**config.mk**
```make
export PLATFORM = sky130hd
export DESIGN_NAME = aluControl
export DESIGN_NICKNAME = d
export VERILOG_FILES = /design/src/mipsExPkg.sv /design/src/aluControl.sv
export SDC_FILE = /design/constraint.sdc
export NUM_CORES = 1
export LEC_CHECK = 0
export BUFFER_PORTS_ARGS = -buffer_cell sky130_fd_sc_hd__buf_2
export CAP_MARGIN = 20
export CORE_AREA = 8 8 56 58
export DETAILED_ROUTE_END_ITERATION = 8
export DIE_AREA = 0 0 64 66
export PLACE_DENSITY_LB_ADDON = 0.25
export SLEW_MARGIN = 0
export SYNTH_ARGS = -nofsm -noshare
export SYNTH_HDL_FRONTEND = slang
export SYNTH_SLANG_ARGS = --single-unit
```
**constraint.sdc**
```tcl
create_clock -name vclk -period 1.7
set_input_delay 0.085 -clock vclk [all_inputs]
set_output_delay 0.085 -clock vclk [all_outputs]
set_load 0.005 [all_outputs]
```
**src/mipsExPkg.sv**
```systemverilog
`default_nettype none

package mipsExPkg;

    typedef logic [31:0] wordT;
    typedef logic [31:0] instrT;
    typedef logic [5:0] functT;
    typedef logic [5:0] opcodeT;
    typedef logic [4:0] shamtT;

    // primary opcodes
    localparam opcodeT opSpecial  = 6'b000000;
    localparam opcodeT opSpecial2 = 6'b011100;
    localparam opcodeT opAddi     = 6'b001000;
    localparam opcodeT opAddiu    = 6'b001001;
    localparam opcodeT opAndi     = 6'b001100;
    localparam opcodeT opOri      = 6'b001101;
    localparam opcodeT opXori     = 6'b001110;
    localparam opcodeT opSlti     = 6'b001010;

    // SPECIAL functs
    localparam functT fnSll   = 6'b000000;
    localparam functT fnSrl   = 6'b000010; // rotr when bit 21 set
    localparam functT fnSra   = 6'b000011;
    localparam functT fnSllv  = 6'b000100;
    localparam functT fnSrlv  = 6'b000110; // rotrv when bit 6 set
    localparam functT fnSrav  = 6'b000111;
    localparam functT fnMovz  = 6'b001010;
    localparam functT fnMovn  = 6'b001011;
    localparam functT fnMfhi  = 6'b010000;
    localparam functT fnMflo  = 6'b010010;
    localparam functT fnMult  = 6'b011000;
    localparam functT fnMultu = 6'b011001;
    localparam functT fnAdd   = 6'b100000;
    localparam functT fnAddu  = 6'b100001;
    localparam functT fnSub   = 6'b100010;
    localparam functT fnAnd   = 6'b100100;
    localparam functT fnOr    = 6'b100101;
    localparam functT fnXor   = 6'b100110;
    localparam functT fnNor   = 6'b100111;
    localparam functT fnSlt   = 6'b101010;
    localparam functT fnSltu  = 6'b101011;

    // SPECIAL2 functs
    localparam functT fnMadd = 6'b000000;
    localparam functT fnMul  = 6'b000010;
    localparam functT fnMsub = 6'b000100;

    typedef enum logic [2:0] {
        rType, addImm, special2, andImm, orImm, xorImm, sltImm
    } aluOpE;

    typedef enum logic [4:0] {
        aluAdd, aluSub, aluAnd, aluOr, aluXor, aluNor,
        aluSll, aluSrl, aluSra, aluRotr, aluSlt, aluSltu,
        aluMovn, aluMovz, aluMul, aluMult, aluMultu,
        aluMadd, aluMsub, aluMfhi, aluMflo
    } aluCtrlE;

    typedef struct packed {
        instrT instr;
        wordT  rs;
        wordT  rt;
    } exReqT;

    typedef struct packed {
        aluOpE aluOp;
        functT funct;
        shamtT shamt;
        wordT  imm;     // already extended
        wordT  rs;
        wordT  rt;
        logic  rBit6;
        logic  rBit21;
    } decodedT;

    typedef struct packed {
        wordT result;
        wordT hi;
        wordT lo;
    } exRespT;

endpackage

`default_nettype wire

```
**src/aluControl.sv**
```systemverilog
`default_nettype none

module aluControl (
    input  mipsExPkg::decodedT stage,
    output mipsExPkg::aluCtrlE ctrl,
    output logic               useShamt,
    output logic               hiLoUpdate,
    output logic               illegal
);

    always_comb begin
        ctrl       = mipsExPkg::aluAdd;
        useShamt   = 1'b0;
        hiLoUpdate = 1'b0;
        illegal    = 1'b0;
        case (stage.aluOp)
            mipsExPkg::rType: begin
                case (stage.funct)
                    mipsExPkg::fnAdd,
                    mipsExPkg::fnAddu: ctrl = mipsExPkg::aluAdd; // no overflow trap
                    mipsExPkg::fnSub:  ctrl = mipsExPkg::aluSub;
                    mipsExPkg::fnAnd:  ctrl = mipsExPkg::aluAnd;
                    mipsExPkg::fnOr:   ctrl = mipsExPkg::aluOr;
                    mipsExPkg::fnXor:  ctrl = mipsExPkg::aluXor;
                    mipsExPkg::fnNor:  ctrl = mipsExPkg::aluNor;
                    mipsExPkg::fnSlt:  ctrl = mipsExPkg::aluSlt;
                    mipsExPkg::fnSltu: ctrl = mipsExPkg::aluSltu;
                    mipsExPkg::fnMovn: ctrl = mipsExPkg::aluMovn;
                    mipsExPkg::fnMovz: ctrl = mipsExPkg::aluMovz;
                    mipsExPkg::fnMfhi: ctrl = mipsExPkg::aluMfhi;
                    mipsExPkg::fnMflo: ctrl = mipsExPkg::aluMflo;
                    mipsExPkg::fnSll: begin
                        ctrl     = mipsExPkg::aluSll;
                        useShamt = 1'b1;
                    end
                    mipsExPkg::fnSrl: begin
                        ctrl     = stage.rBit21 ? mipsExPkg::aluRotr : mipsExPkg::aluSrl;
                        useShamt = 1'b1;
                    end
                    mipsExPkg::fnSra: begin
                        ctrl     = mipsExPkg::aluSra;
                        useShamt = 1'b1;
                    end
                    mipsExPkg::fnSllv: ctrl = mipsExPkg::aluSll; // amount from rs
                    mipsExPkg::fnSrlv: begin
                        ctrl = stage.rBit6 ? mipsExPkg::aluRotr : mipsExPkg::aluSrl;
                    end
                    mipsExPkg::fnSrav: ctrl = mipsExPkg::aluSra;
                    mipsExPkg::fnMult: begin
                        ctrl       = mipsExPkg::aluMult;
                        hiLoUpdate = 1'b1;
                    end
                    mipsExPkg::fnMultu: begin
                        ctrl       = mipsExPkg::aluMultu;
                        hiLoUpdate = 1'b1;
                    end
                    default: illegal = 1'b1;
                endcase
            end
            mipsExPkg::special2: begin
                case (stage.funct)
                    mipsExPkg::fnMul: ctrl = mipsExPkg::aluMul; // leaves hi/lo alone
                    mipsExPkg::fnMadd: begin
                        ctrl       = mipsExPkg::aluMadd;
                        hiLoUpdate = 1'b1;
                    end
                    mipsExPkg::fnMsub: begin
                        ctrl       = mipsExPkg::aluMsub;
                        hiLoUpdate = 1'b1;
                    end
                    default: illegal = 1'b1;
                endcase
            end
            mipsExPkg::addImm: ctrl = mipsExPkg::aluAdd;
            mipsExPkg::andImm: ctrl = mipsExPkg::aluAnd;
            mipsExPkg::orImm:  ctrl = mipsExPkg::aluOr;
            mipsExPkg::xorImm: ctrl = mipsExPkg::aluXor;
            mipsExPkg::sltImm: ctrl = mipsExPkg::aluSlt;
            default:           illegal = 1'b1;
        endcase
    end

endmodule

`default_nettype wire

```
; ---- After elaboration in Yosys (flattened, before gate mapping)
; Index checks and enable logic that the tools add are counted.
[op_classes]
eq_ne = 26
n_reduce_logical = 9
n_mux = 13
[ops]
columns = cell, n
row1 = one-hot mux 5 bit (17 select lines), 1
row2 = "equality test 6 bit, second input constant", 9
row3 = one-hot mux 5 bit (6 select lines), 1
row4 = "equality test 6 x 5 -> 1 bit, second input constant", 4
row5 = OR reduction 21 bit, 1
row6 = "equality test 6 x 3 -> 1 bit, second input constant", 3
row7 = one-hot mux 5 bit (3 select lines), 1
row8 = "equality test 6 x 2 -> 1 bit, second input constant", 2
row9 = "equality test 6 x 4 -> 1 bit, second input constant", 2
row10 = "equality test 3 bit, second input constant", 3
row11 = 2-to-1 mux 4 bit, 2
row12 = "equality test 3 x 2 -> 1 bit, second input constant", 2
row13 = logical NOT 6 bit, 1
row14 = 2-to-1 mux 1 bit, 6
row15 = OR reduction 2 bit, 3
row16 = OR reduction 3 bit, 2
row17 = OR reduction 5 bit, 1
row18 = "equality test 3 x 1 -> 1 bit, second input constant", 1
row19 = logical NOT 3 bit, 1
row20 = one-hot mux 1 bit (3 select lines), 1
row21 = one-hot mux 1 bit (2 select lines), 1
[totals]
out_inout_bits = 8
regBits = 0
input_bits = 112

; ---- Logic depth before layout (Yosys ltp)
; Gate-level depths: netlist of the first run.
[depth]
word_depth = 4
depth_mapped = 6
depth_no_buf = 5

; ---- Least setup slack after synthesis of the first run
; No wires, ideal clock.
[synth_path]
path_type = input-to-output
from = input port stage[111] in the netlist's numbering
to = output port illegal
arrival_time_ps = 1087
stages = 6
n_path_buf = 2
path_slack_ps = 528
t_required_ps = 1615
cell_sequence = buf_2 or2_1 clkbuf_1 nor2_1 nand3_1 o32ai_1
[synth_via]
elab_chain_cells = 3
elab_cells_between_ends = 9
[synth_lines]
columns = element, line
row1 = "start, declared", aluControl.sv:4  ; input mipsExPkg::decodedT stage,
row2 = "equality test 3 bit, or another cell as far along", aluControl.sv:16  ; case (stage.aluOp)
row3 = OR reduction 5 bit (no line), -
row4 = one-hot mux 1 bit (3 select lines) (*), aluControl.sv:16
row5 = "end, declared", aluControl.sv:8  ; output logic illegal
; Mark *: on every way between the ends. The rest lies on a longest branch, timed or not.

; ---- Final worst setup path of the first run
[layout_path]
from = input port stage[106] in the netlist's numbering
to = output port ctrl[1]
[layout_via]
elab_chain_cells = 4
elab_cells_between_ends = 24
[layout_lines]
columns = element, line
row1 = "equality test 6 x 3 -> 1 bit, or another cell as far along", aluControl.sv:18  ; case (stage.funct)
row2 = OR reduction 2 bit (no line), -
row3 = one-hot mux 5 bit (17 select lines), aluControl.sv:18
row4 = one-hot mux 5 bit (6 select lines) (*), aluControl.sv:16
row5 = "end, declared", aluControl.sv:5  ; output mipsExPkg::aluCtrlE ctrl,
; Marked as above.

==> results of run 1 <==
through the flow:
step	util	area (µm²)	hold WS, ns
2_1_floorplan	-	594	0.194
6_report	0.306	709	0.523
5_1_grt	0.306	709	0.541
3_5_place_dp	0.306	709	0.521
3_3_place_gp	0.306	709	0.514
4_1_cts	0.306	709	0.521
power by group:
group | internal (W) | total (W) | switching (W)
clock network | 0 | 0 | 0
registers | 0 | 0 | 0
logic | 0.0000578 | 0.000146 | 0.0000885
total | 0.0000578 | 0.000146 | 0.0000885
final cells by class:
type / count / area [µm²]
fillers: 257 / 1610
inverters: 4 / 15.0
multi-input cells: 80 / 532
well taps: 30 / 37.5
repair buffers: 23 / 125
layout by cell type, fill, tap and decap left out, types with 2 or more instances in the layout:
cell | netlist | final
buf_4 | 2 | 4
buf_2 | 5 | 19
nand2b_1 | 5 | 5
a31oi_1 | 2 | 2
a21oi_1 | 10 | 10
inv_1 | 3 | 3
and3_1 | 4 | 4
nor4_1 | 2 | 2
o21ai_1 | 2 | 2
nor2_1 | 10 | 10
nor3_1 | 3 | 3
nand3_1 | 7 | 7
nor2b_1 | 3 | 3
nand2_1 | 5 | 5
cell families after synthesis:
family,after synthesis
buffers and inverters,13
AO/OA/AOI/OAI,32
AND/OR/NAND/NOR,48
worst paths after layout:
kind / start / endpoint / slack (ns) / cells past startpoint
max: stage[106] / ctrl[1] / 0.16 / 7
min: stage[109] / ctrl[3] / 0.52 / 3
per-layer routing:
layer  track usage  up-vias  part of all wire
met4        0.0139        0            0.0076
met5             0        -                 0
met1         0.114      340              0.49
met3        0.0237        2             0.078
met2         0.143       21              0.42
li1              -      386                 -
critical path: cells and delay by family:
kind	cells	cell delay, ns
buf+inv	2	0.34
compound gates	3	0.59
simple gates	2	0.43
==> results.yml, run 1 <==
yosys:
  seq_area_frac_synth: 0
  synth-compound-area-share: 0.419
  synth_fa_ha_area_frac: 0
  syn_area_um2: 594
  synthCells: 93
  synth_top_family_by_area: "simple AND/OR/NAND/NOR gates"
  synthSimpleGateAreaFrac: 0.476
  postSynthAreaPerCell_um2: 6.39
  muxShareOfSynthArea: 0
  ys_types: 43
  netlist_top_cells_count: "a21oi_1 (10), nor2_1 (10), nand3_1 (7)"
  yosys-top-cells-area: "a21oi_1 (8.4%), nor2_1 (6.3%), nand3_1 (5.9%), nand2b_1 (5.3%), and3_1 (4.2%)"
  synth_area_leader_cell: "a21oi_1"
  postSynthNetCount: 205
  yosys_warnings: 0
  yosys.area_share.xor_xnor: 0
  synth_top_cell_area_share: 0.0842
worst_setup_path:
  required_ns: 1.62
  cpPeakStageDelay_ns: 0.35
  crit_path_start_kind: "input pin"
  crit_chain: "buf_2 -> nor4b_4 -> nand2_1 -> o221a_1 -> o311a_1 -> o311ai_2 -> buf_2"
  crit_top_cell: "buf_2"
  arrival_ns: 1.45
  crit_fanout: 16
  worstSetupEndpointType: "output pin"
  worstSetupPathType: "input pin to output pin"
  crit_slowest_cell: "nor4b_4"
sta:
  fin_crit_sh: 0.904
  report.final.slew_viol_count: 0
  hold_viol: 0
  period_needed_ns: 1.54
  finalSetupViolations: 0
  relSlewSlack: 0.735
  fmax_mhz: 651
  setup_tns_ns: 0
  worst_slack_ns: 0.163
  worst_pin_slew_ns: 0.395
  rsz0062_at_grt: "no"
place:
  dp_slack_ns: 0.163
  place_hpwl_mm: 1.48
  place_inst: 137
  port_buffers: 19
  place.gp.congestion: 0.849
global_routing:
  grt_max_degree: 17
  grt_pass1_wl_mm: 3.28
  track_usage: 0.0879
  antenna_found_initial: 0
  grt-ovfl-total: 0
  grt_pass1_vias: 732
floorplan:
  std_cell_rows: 18
  core-area_um2: 2320
  die_y_um: 66
  start_util: 0.256
  num_io_pins: 120
  die_w_um: 64
  die-area_um2: 4220
route:
  wl_mm: 1.84
  viasPerCell: 5.47
  num_vias: 749
  drc_errors: 0
  dr.pass1.iters: 4
  drtIter0Drc: 48
  ant_nets: 0
  wl_per_cell_um: 13.5
power_and_ir_drop:
  worst_ir_drop_vdd_uv: 85.0
  leakage_nw: 0.293
  power_density_nw_per_um2: 206
  power_w: 0.000146
final_layout:
  fin_cells: 137
  syn_to_final_growth_pct: 19.4
  layout.nets: 221
  nClkBuffers: 0
  antenna_cells: 0
  drive_above_1_share: 0.299
  regArea_um2: 0
  design.seq.count: 0
hold_path:
  hold_path_class: "input pin to output pin"
run_status:
  status: "completed"
run:
  cap_violations: 0
cts:
  hold_buffers: 0
  post_cts_buffers: 0
  cts.repair.resized: 0
Note: power is estimated with default switching activity, not from simulation.
==> run 2: changes to the inputs <==
--- a/config.mk
+++ b/config.mk
@@ -5,11 +5,11 @@
 export SDC_FILE = /design/constraint.sdc
 export NUM_CORES = 1
 export LEC_CHECK = 0
-export BUFFER_PORTS_ARGS = -buffer_cell sky130_fd_sc_hd__buf_2
 export CAP_MARGIN = 20
-export CORE_AREA = 8 8 56 58
+export CORE_AREA = 8 8 45 47
 export DETAILED_ROUTE_END_ITERATION = 8
-export DIE_AREA = 0 0 64 66
+export DIE_AREA = 0 0 53 55
+export DONT_BUFFER_PORTS = 1
 export PLACE_DENSITY_LB_ADDON = 0.25
 export SLEW_MARGIN = 0
 export SYNTH_ARGS = -nofsm -noshare
==> constraint.sdc (replaced) <==
create_clock -name vclk -period 1.39
set_input_delay 0.0695 -clock vclk [all_inputs]
set_output_delay 0.0695 -clock vclk [all_outputs]
set_load 0.005 [all_outputs]
==> results.yml, run 2 (synthesis results as in run 1) <==
run_status:
  status: "completed"
hold_path:
  hold_path_class: "input pin to output pin"
  min_from: "stage[109]"
  whs_endpoint: "ctrl[3]"
  hold_depth: 1
floorplan:
  die-area_um2: 2920
  num_io_pins: 120
  die_y_um: 55
  std_cell_rows: 14
  core-area_um2: 1380
  die_w_um: 53
  start_util: 0.429
sta:
  hold_viol: 0
  finalSetupViolations: 0
  rsz0062_at_grt: "no"
  worst_pin_slew_ns: 0.410
  report.final.slew_viol_count: 0
  fin_crit_sh: 0.861
  fmax_mhz: 836
  worst_slack_ns: 0.193
  setup_tns_ns: 0
  relSlewSlack: 0.725
  period_needed_ns: 1.20
global_routing:
  antenna_found_initial: 0
  grt_pass1_wl_mm: 2.75
  grt_pass1_vias: 584
  grt_max_degree: 17
  grt-ovfl-total: 0
  track_usage: 0.114
power_and_ir_drop:
  leakage_nw: 0.203
  worst_ir_drop_vdd_uv: 71.2
  power_density_nw_per_um2: 178
  power_w: 0.000105
cts:
  post_cts_buffers: 0
  hold_buffers: 0
  cts.repair.resized: 0
place:
  placed_area_um2: 589
  port_buffers: 0
  place.gp.congestion: 0.833
  dp_slack_ns: 0.190
  place_hpwl_mm: 1.27
route:
  num_vias: 697
  drc_errors: 0
  dr.pass1.iters: 4
  viasPerCell: 6.77
  wl_per_cell_um: 16.3
  drtIter0Drc: 25
  ant_nets: 0
  wl_mm: 1.68
final_layout:
  final_cell_mix: "nor2_1 (10), a21oi_1 (10), nand3_1 (7), nand2b_1 (5), nand2_1 (5)"
  drive_above_1_share: 0.138
  syn_to_final_growth_pct: -0.842
  nClkBuffers: 0
  layout.nets: 201
  regArea_um2: 0
  antenna_cells: 0
  design_area_um2: 589
  design.seq.count: 0
worst_setup_path:
  worstSetupEndpointType: "output pin"
  crit_family: "compound AO/OA/AOI/OAI gates"
  crit_path_start_kind: "input pin"
  crit_fanout: 16
  crit_slowest_cell: "nor4b_4"
  cpPeakStageDelay_ns: 0.31
  arrival_ns: 1.13
  worstSetupPathType: "input pin to output pin"
  path_buf_inv: 0
  crit_chain: "nor4b_4 -> nand2_1 -> o221a_1 -> o311a_1 -> o311ai_2"
  required_ns: 1.32
run:
  cap_violations: 0
run 2: cell type report:
cell class	instances	area (µm²)
fill	155	795
multi-input combinational	80	532
timing repair buffer	3	22.5
tap	16	20.0
inverter	4	15.0
run 2: metal layers:
layer,GRT usage,wire length (µm),up-vias
met5,0,0,-
met4,0,0,0
met3,0.0401,255,0
met2,0.176,710,40
met1,0.157,709,313
li1,-,-,344
run 2: worst max path at each step:
stage / start / to / depth (start not counted)
after floorplan: stage[111] / illegal / 6
after global placement: stage[106] / ctrl[1] / 5
after detailed placement: stage[106] / ctrl[1] / 5
after CTS: stage[106] / ctrl[1] / 5
after global routing: stage[106] / ctrl[1] / 5
final: stage[106] / ctrl[1] / 5
run 2: report_power, final:
part | leakage, nW | internal, W | switching, W
logic | 0.203 | 0.0000520 | 0.0000531
clock network | 0 | 0 | 0
registers | 0 | 0 | 0
run 2: through the flow:
stage | instances | util | hold WS [ns]
final | 103 | 0.426 | 0.167
after CTS | 103 | 0.426 | 0.169
after floorplan | 93 | - | 0.163
after global routing | 103 | 0.426 | 0.171
after global placement | 103 | 0.426 | 0.168
after detailed placement | 103 | 0.426 | 0.169
==> run 3: changes to the inputs <==
--- a/config.mk
+++ b/config.mk
@@ -10,7 +10,6 @@
 export DETAILED_ROUTE_END_ITERATION = 8
 export DIE_AREA = 0 0 53 55
 export DONT_BUFFER_PORTS = 1
-export PLACE_DENSITY_LB_ADDON = 0.25
 export SLEW_MARGIN = 0
 export SYNTH_ARGS = -nofsm -noshare
 export SYNTH_HDL_FRONTEND = slang
==> results.yml, run 3 (synthesis results as in run 1) <==
worst_setup_path:
  path_buf_inv: 0
  worstSetupPathType: "input pin to output pin"
  crit_fanout: 16
  crit_slowest_cell: "nor4b_4"
  arrival_ns: 1.11
  required_ns: 1.32
  cpPeakStageDelay_ns: 0.31
  worstSetupEndpointType: "output pin"
  crit_path_start_kind: "input pin"
  crit_chain: "nor4b_4 -> nand2_1 -> o221a_1 -> o311a_1 -> o311ai_2"
  worstSetupStartpoint: "stage[106]"
  crit_family: "compound AO/OA/AOI/OAI gates"
hold_path:
  hold_depth: 1
  whs_endpoint: "ctrl[3]"
  min_from: "stage[109]"
  hold_path_class: "input pin to output pin"
route:
  viasPerCell: 6.66
  wl_per_cell_um: 16.8
  drc_errors: 0
  dr.pass1.iters: 4
  ant_nets: 0
  num_vias: 686
  drtIter0Drc: 15
  wl_mm: 1.73
floorplan:
  die_w_um: 53
  std_cell_rows: 14
  num_io_pins: 120
  start_util: 0.429
  die-area_um2: 2920
  core-area_um2: 1380
  die_y_um: 55
power_and_ir_drop:
  worst_ir_drop_vdd_uv: 82.5
  power_density_nw_per_um2: 180
  leakage_nw: 0.203
sta:
  rsz0062_at_grt: "no"
  relSlewSlack: 0.732
  report.final.slew_viol_count: 0
  holdWs_ns: 0.166
  worst_pin_slew_ns: 0.398
  fmax_mhz: 848
  finalSetupViolations: 0
  hold_viol: 0
  period_needed_ns: 1.18
  setup_tns_ns: 0
  fin_crit_sh: 0.849
cts:
  post_cts_buffers: 0
  hold_buffers: 0
  cts.repair.resized: 0
run_status:
  status: "completed"
final_layout:
  regArea_um2: 0
  fin_cells: 103
  antenna_cells: 0
  num-fill-cells: 144
  drive_above_1_share: 0.138
  final_cell_mix: "nor2_1 (10), a21oi_1 (10), nand3_1 (7), nand2b_1 (5), nand2_1 (5)"
  layout.nets: 201
  design.seq.count: 0
  nClkBuffers: 0
  syn_to_final_growth_pct: -0.842
global_routing:
  grt_max_degree: 17
  grt-ovfl-total: 0
  track_usage: 0.116
  antenna_found_initial: 0
  grt_pass1_wl_mm: 2.79
  grt_pass1_vias: 569
place:
  place_inst: 103
  place.gp.congestion: 0.848
  place_hpwl_mm: 1.29
  port_buffers: 0
run:
  cap_violations: 0
run 3: how the worst max path moves through the flow:
stage	end	slack [ns]	cells past startpoint
6_report	ctrl[1]	0.21	5
5_1_grt	ctrl[1]	0.11	5
3_3_place_gp	ctrl[1]	0.19	5
4_1_cts	ctrl[1]	0.20	5
2_1_floorplan	illegal	0.25	6
3_5_place_dp	ctrl[1]	0.20	5
run 3: cell type report:
type               count  area (µm²)  share of cell area
inverters              4        15.0              0.0255
multi-input cells     80         532               0.902
well taps             16        20.0              0.0340
repair buffers         3        22.5              0.0382
run 3: report_power, final:
group | internal [W] | switching (W) | total [W] | leakage [nW]
logic | 0.0000519 | 0.0000540 | 0.000106 | 0.203
registers | 0 | 0 | 0 | 0
clock network | 0 | 0 | 0 | 0
run 3: metal layers:
metal / GRT usage / vias up / routed length (µm)
met2: 0.182 / 27 / 776
li1: - / 345 / -
met4: 0 / 0 / 0
met5: 0 / - / 0
met3: 0.0160 / 0 / 167
met1: 0.172 / 314 / 784
run 3: metrics by stage:
step / instance area (µm²) / setup WS [ns] / util / power, W
after CTS: 589 / 0.203 / 0.426 / 0.000106
final: 589 / 0.210 / 0.426 / 0.000106
after global placement: 589 / 0.190 / 0.426 / 0.000104
after floorplan: 594 / 0.249 / - / 0.000118
after global routing: 589 / 0.114 / 0.426 / 0.000117
after detailed placement: 589 / 0.198 / 0.426 / 0.000105
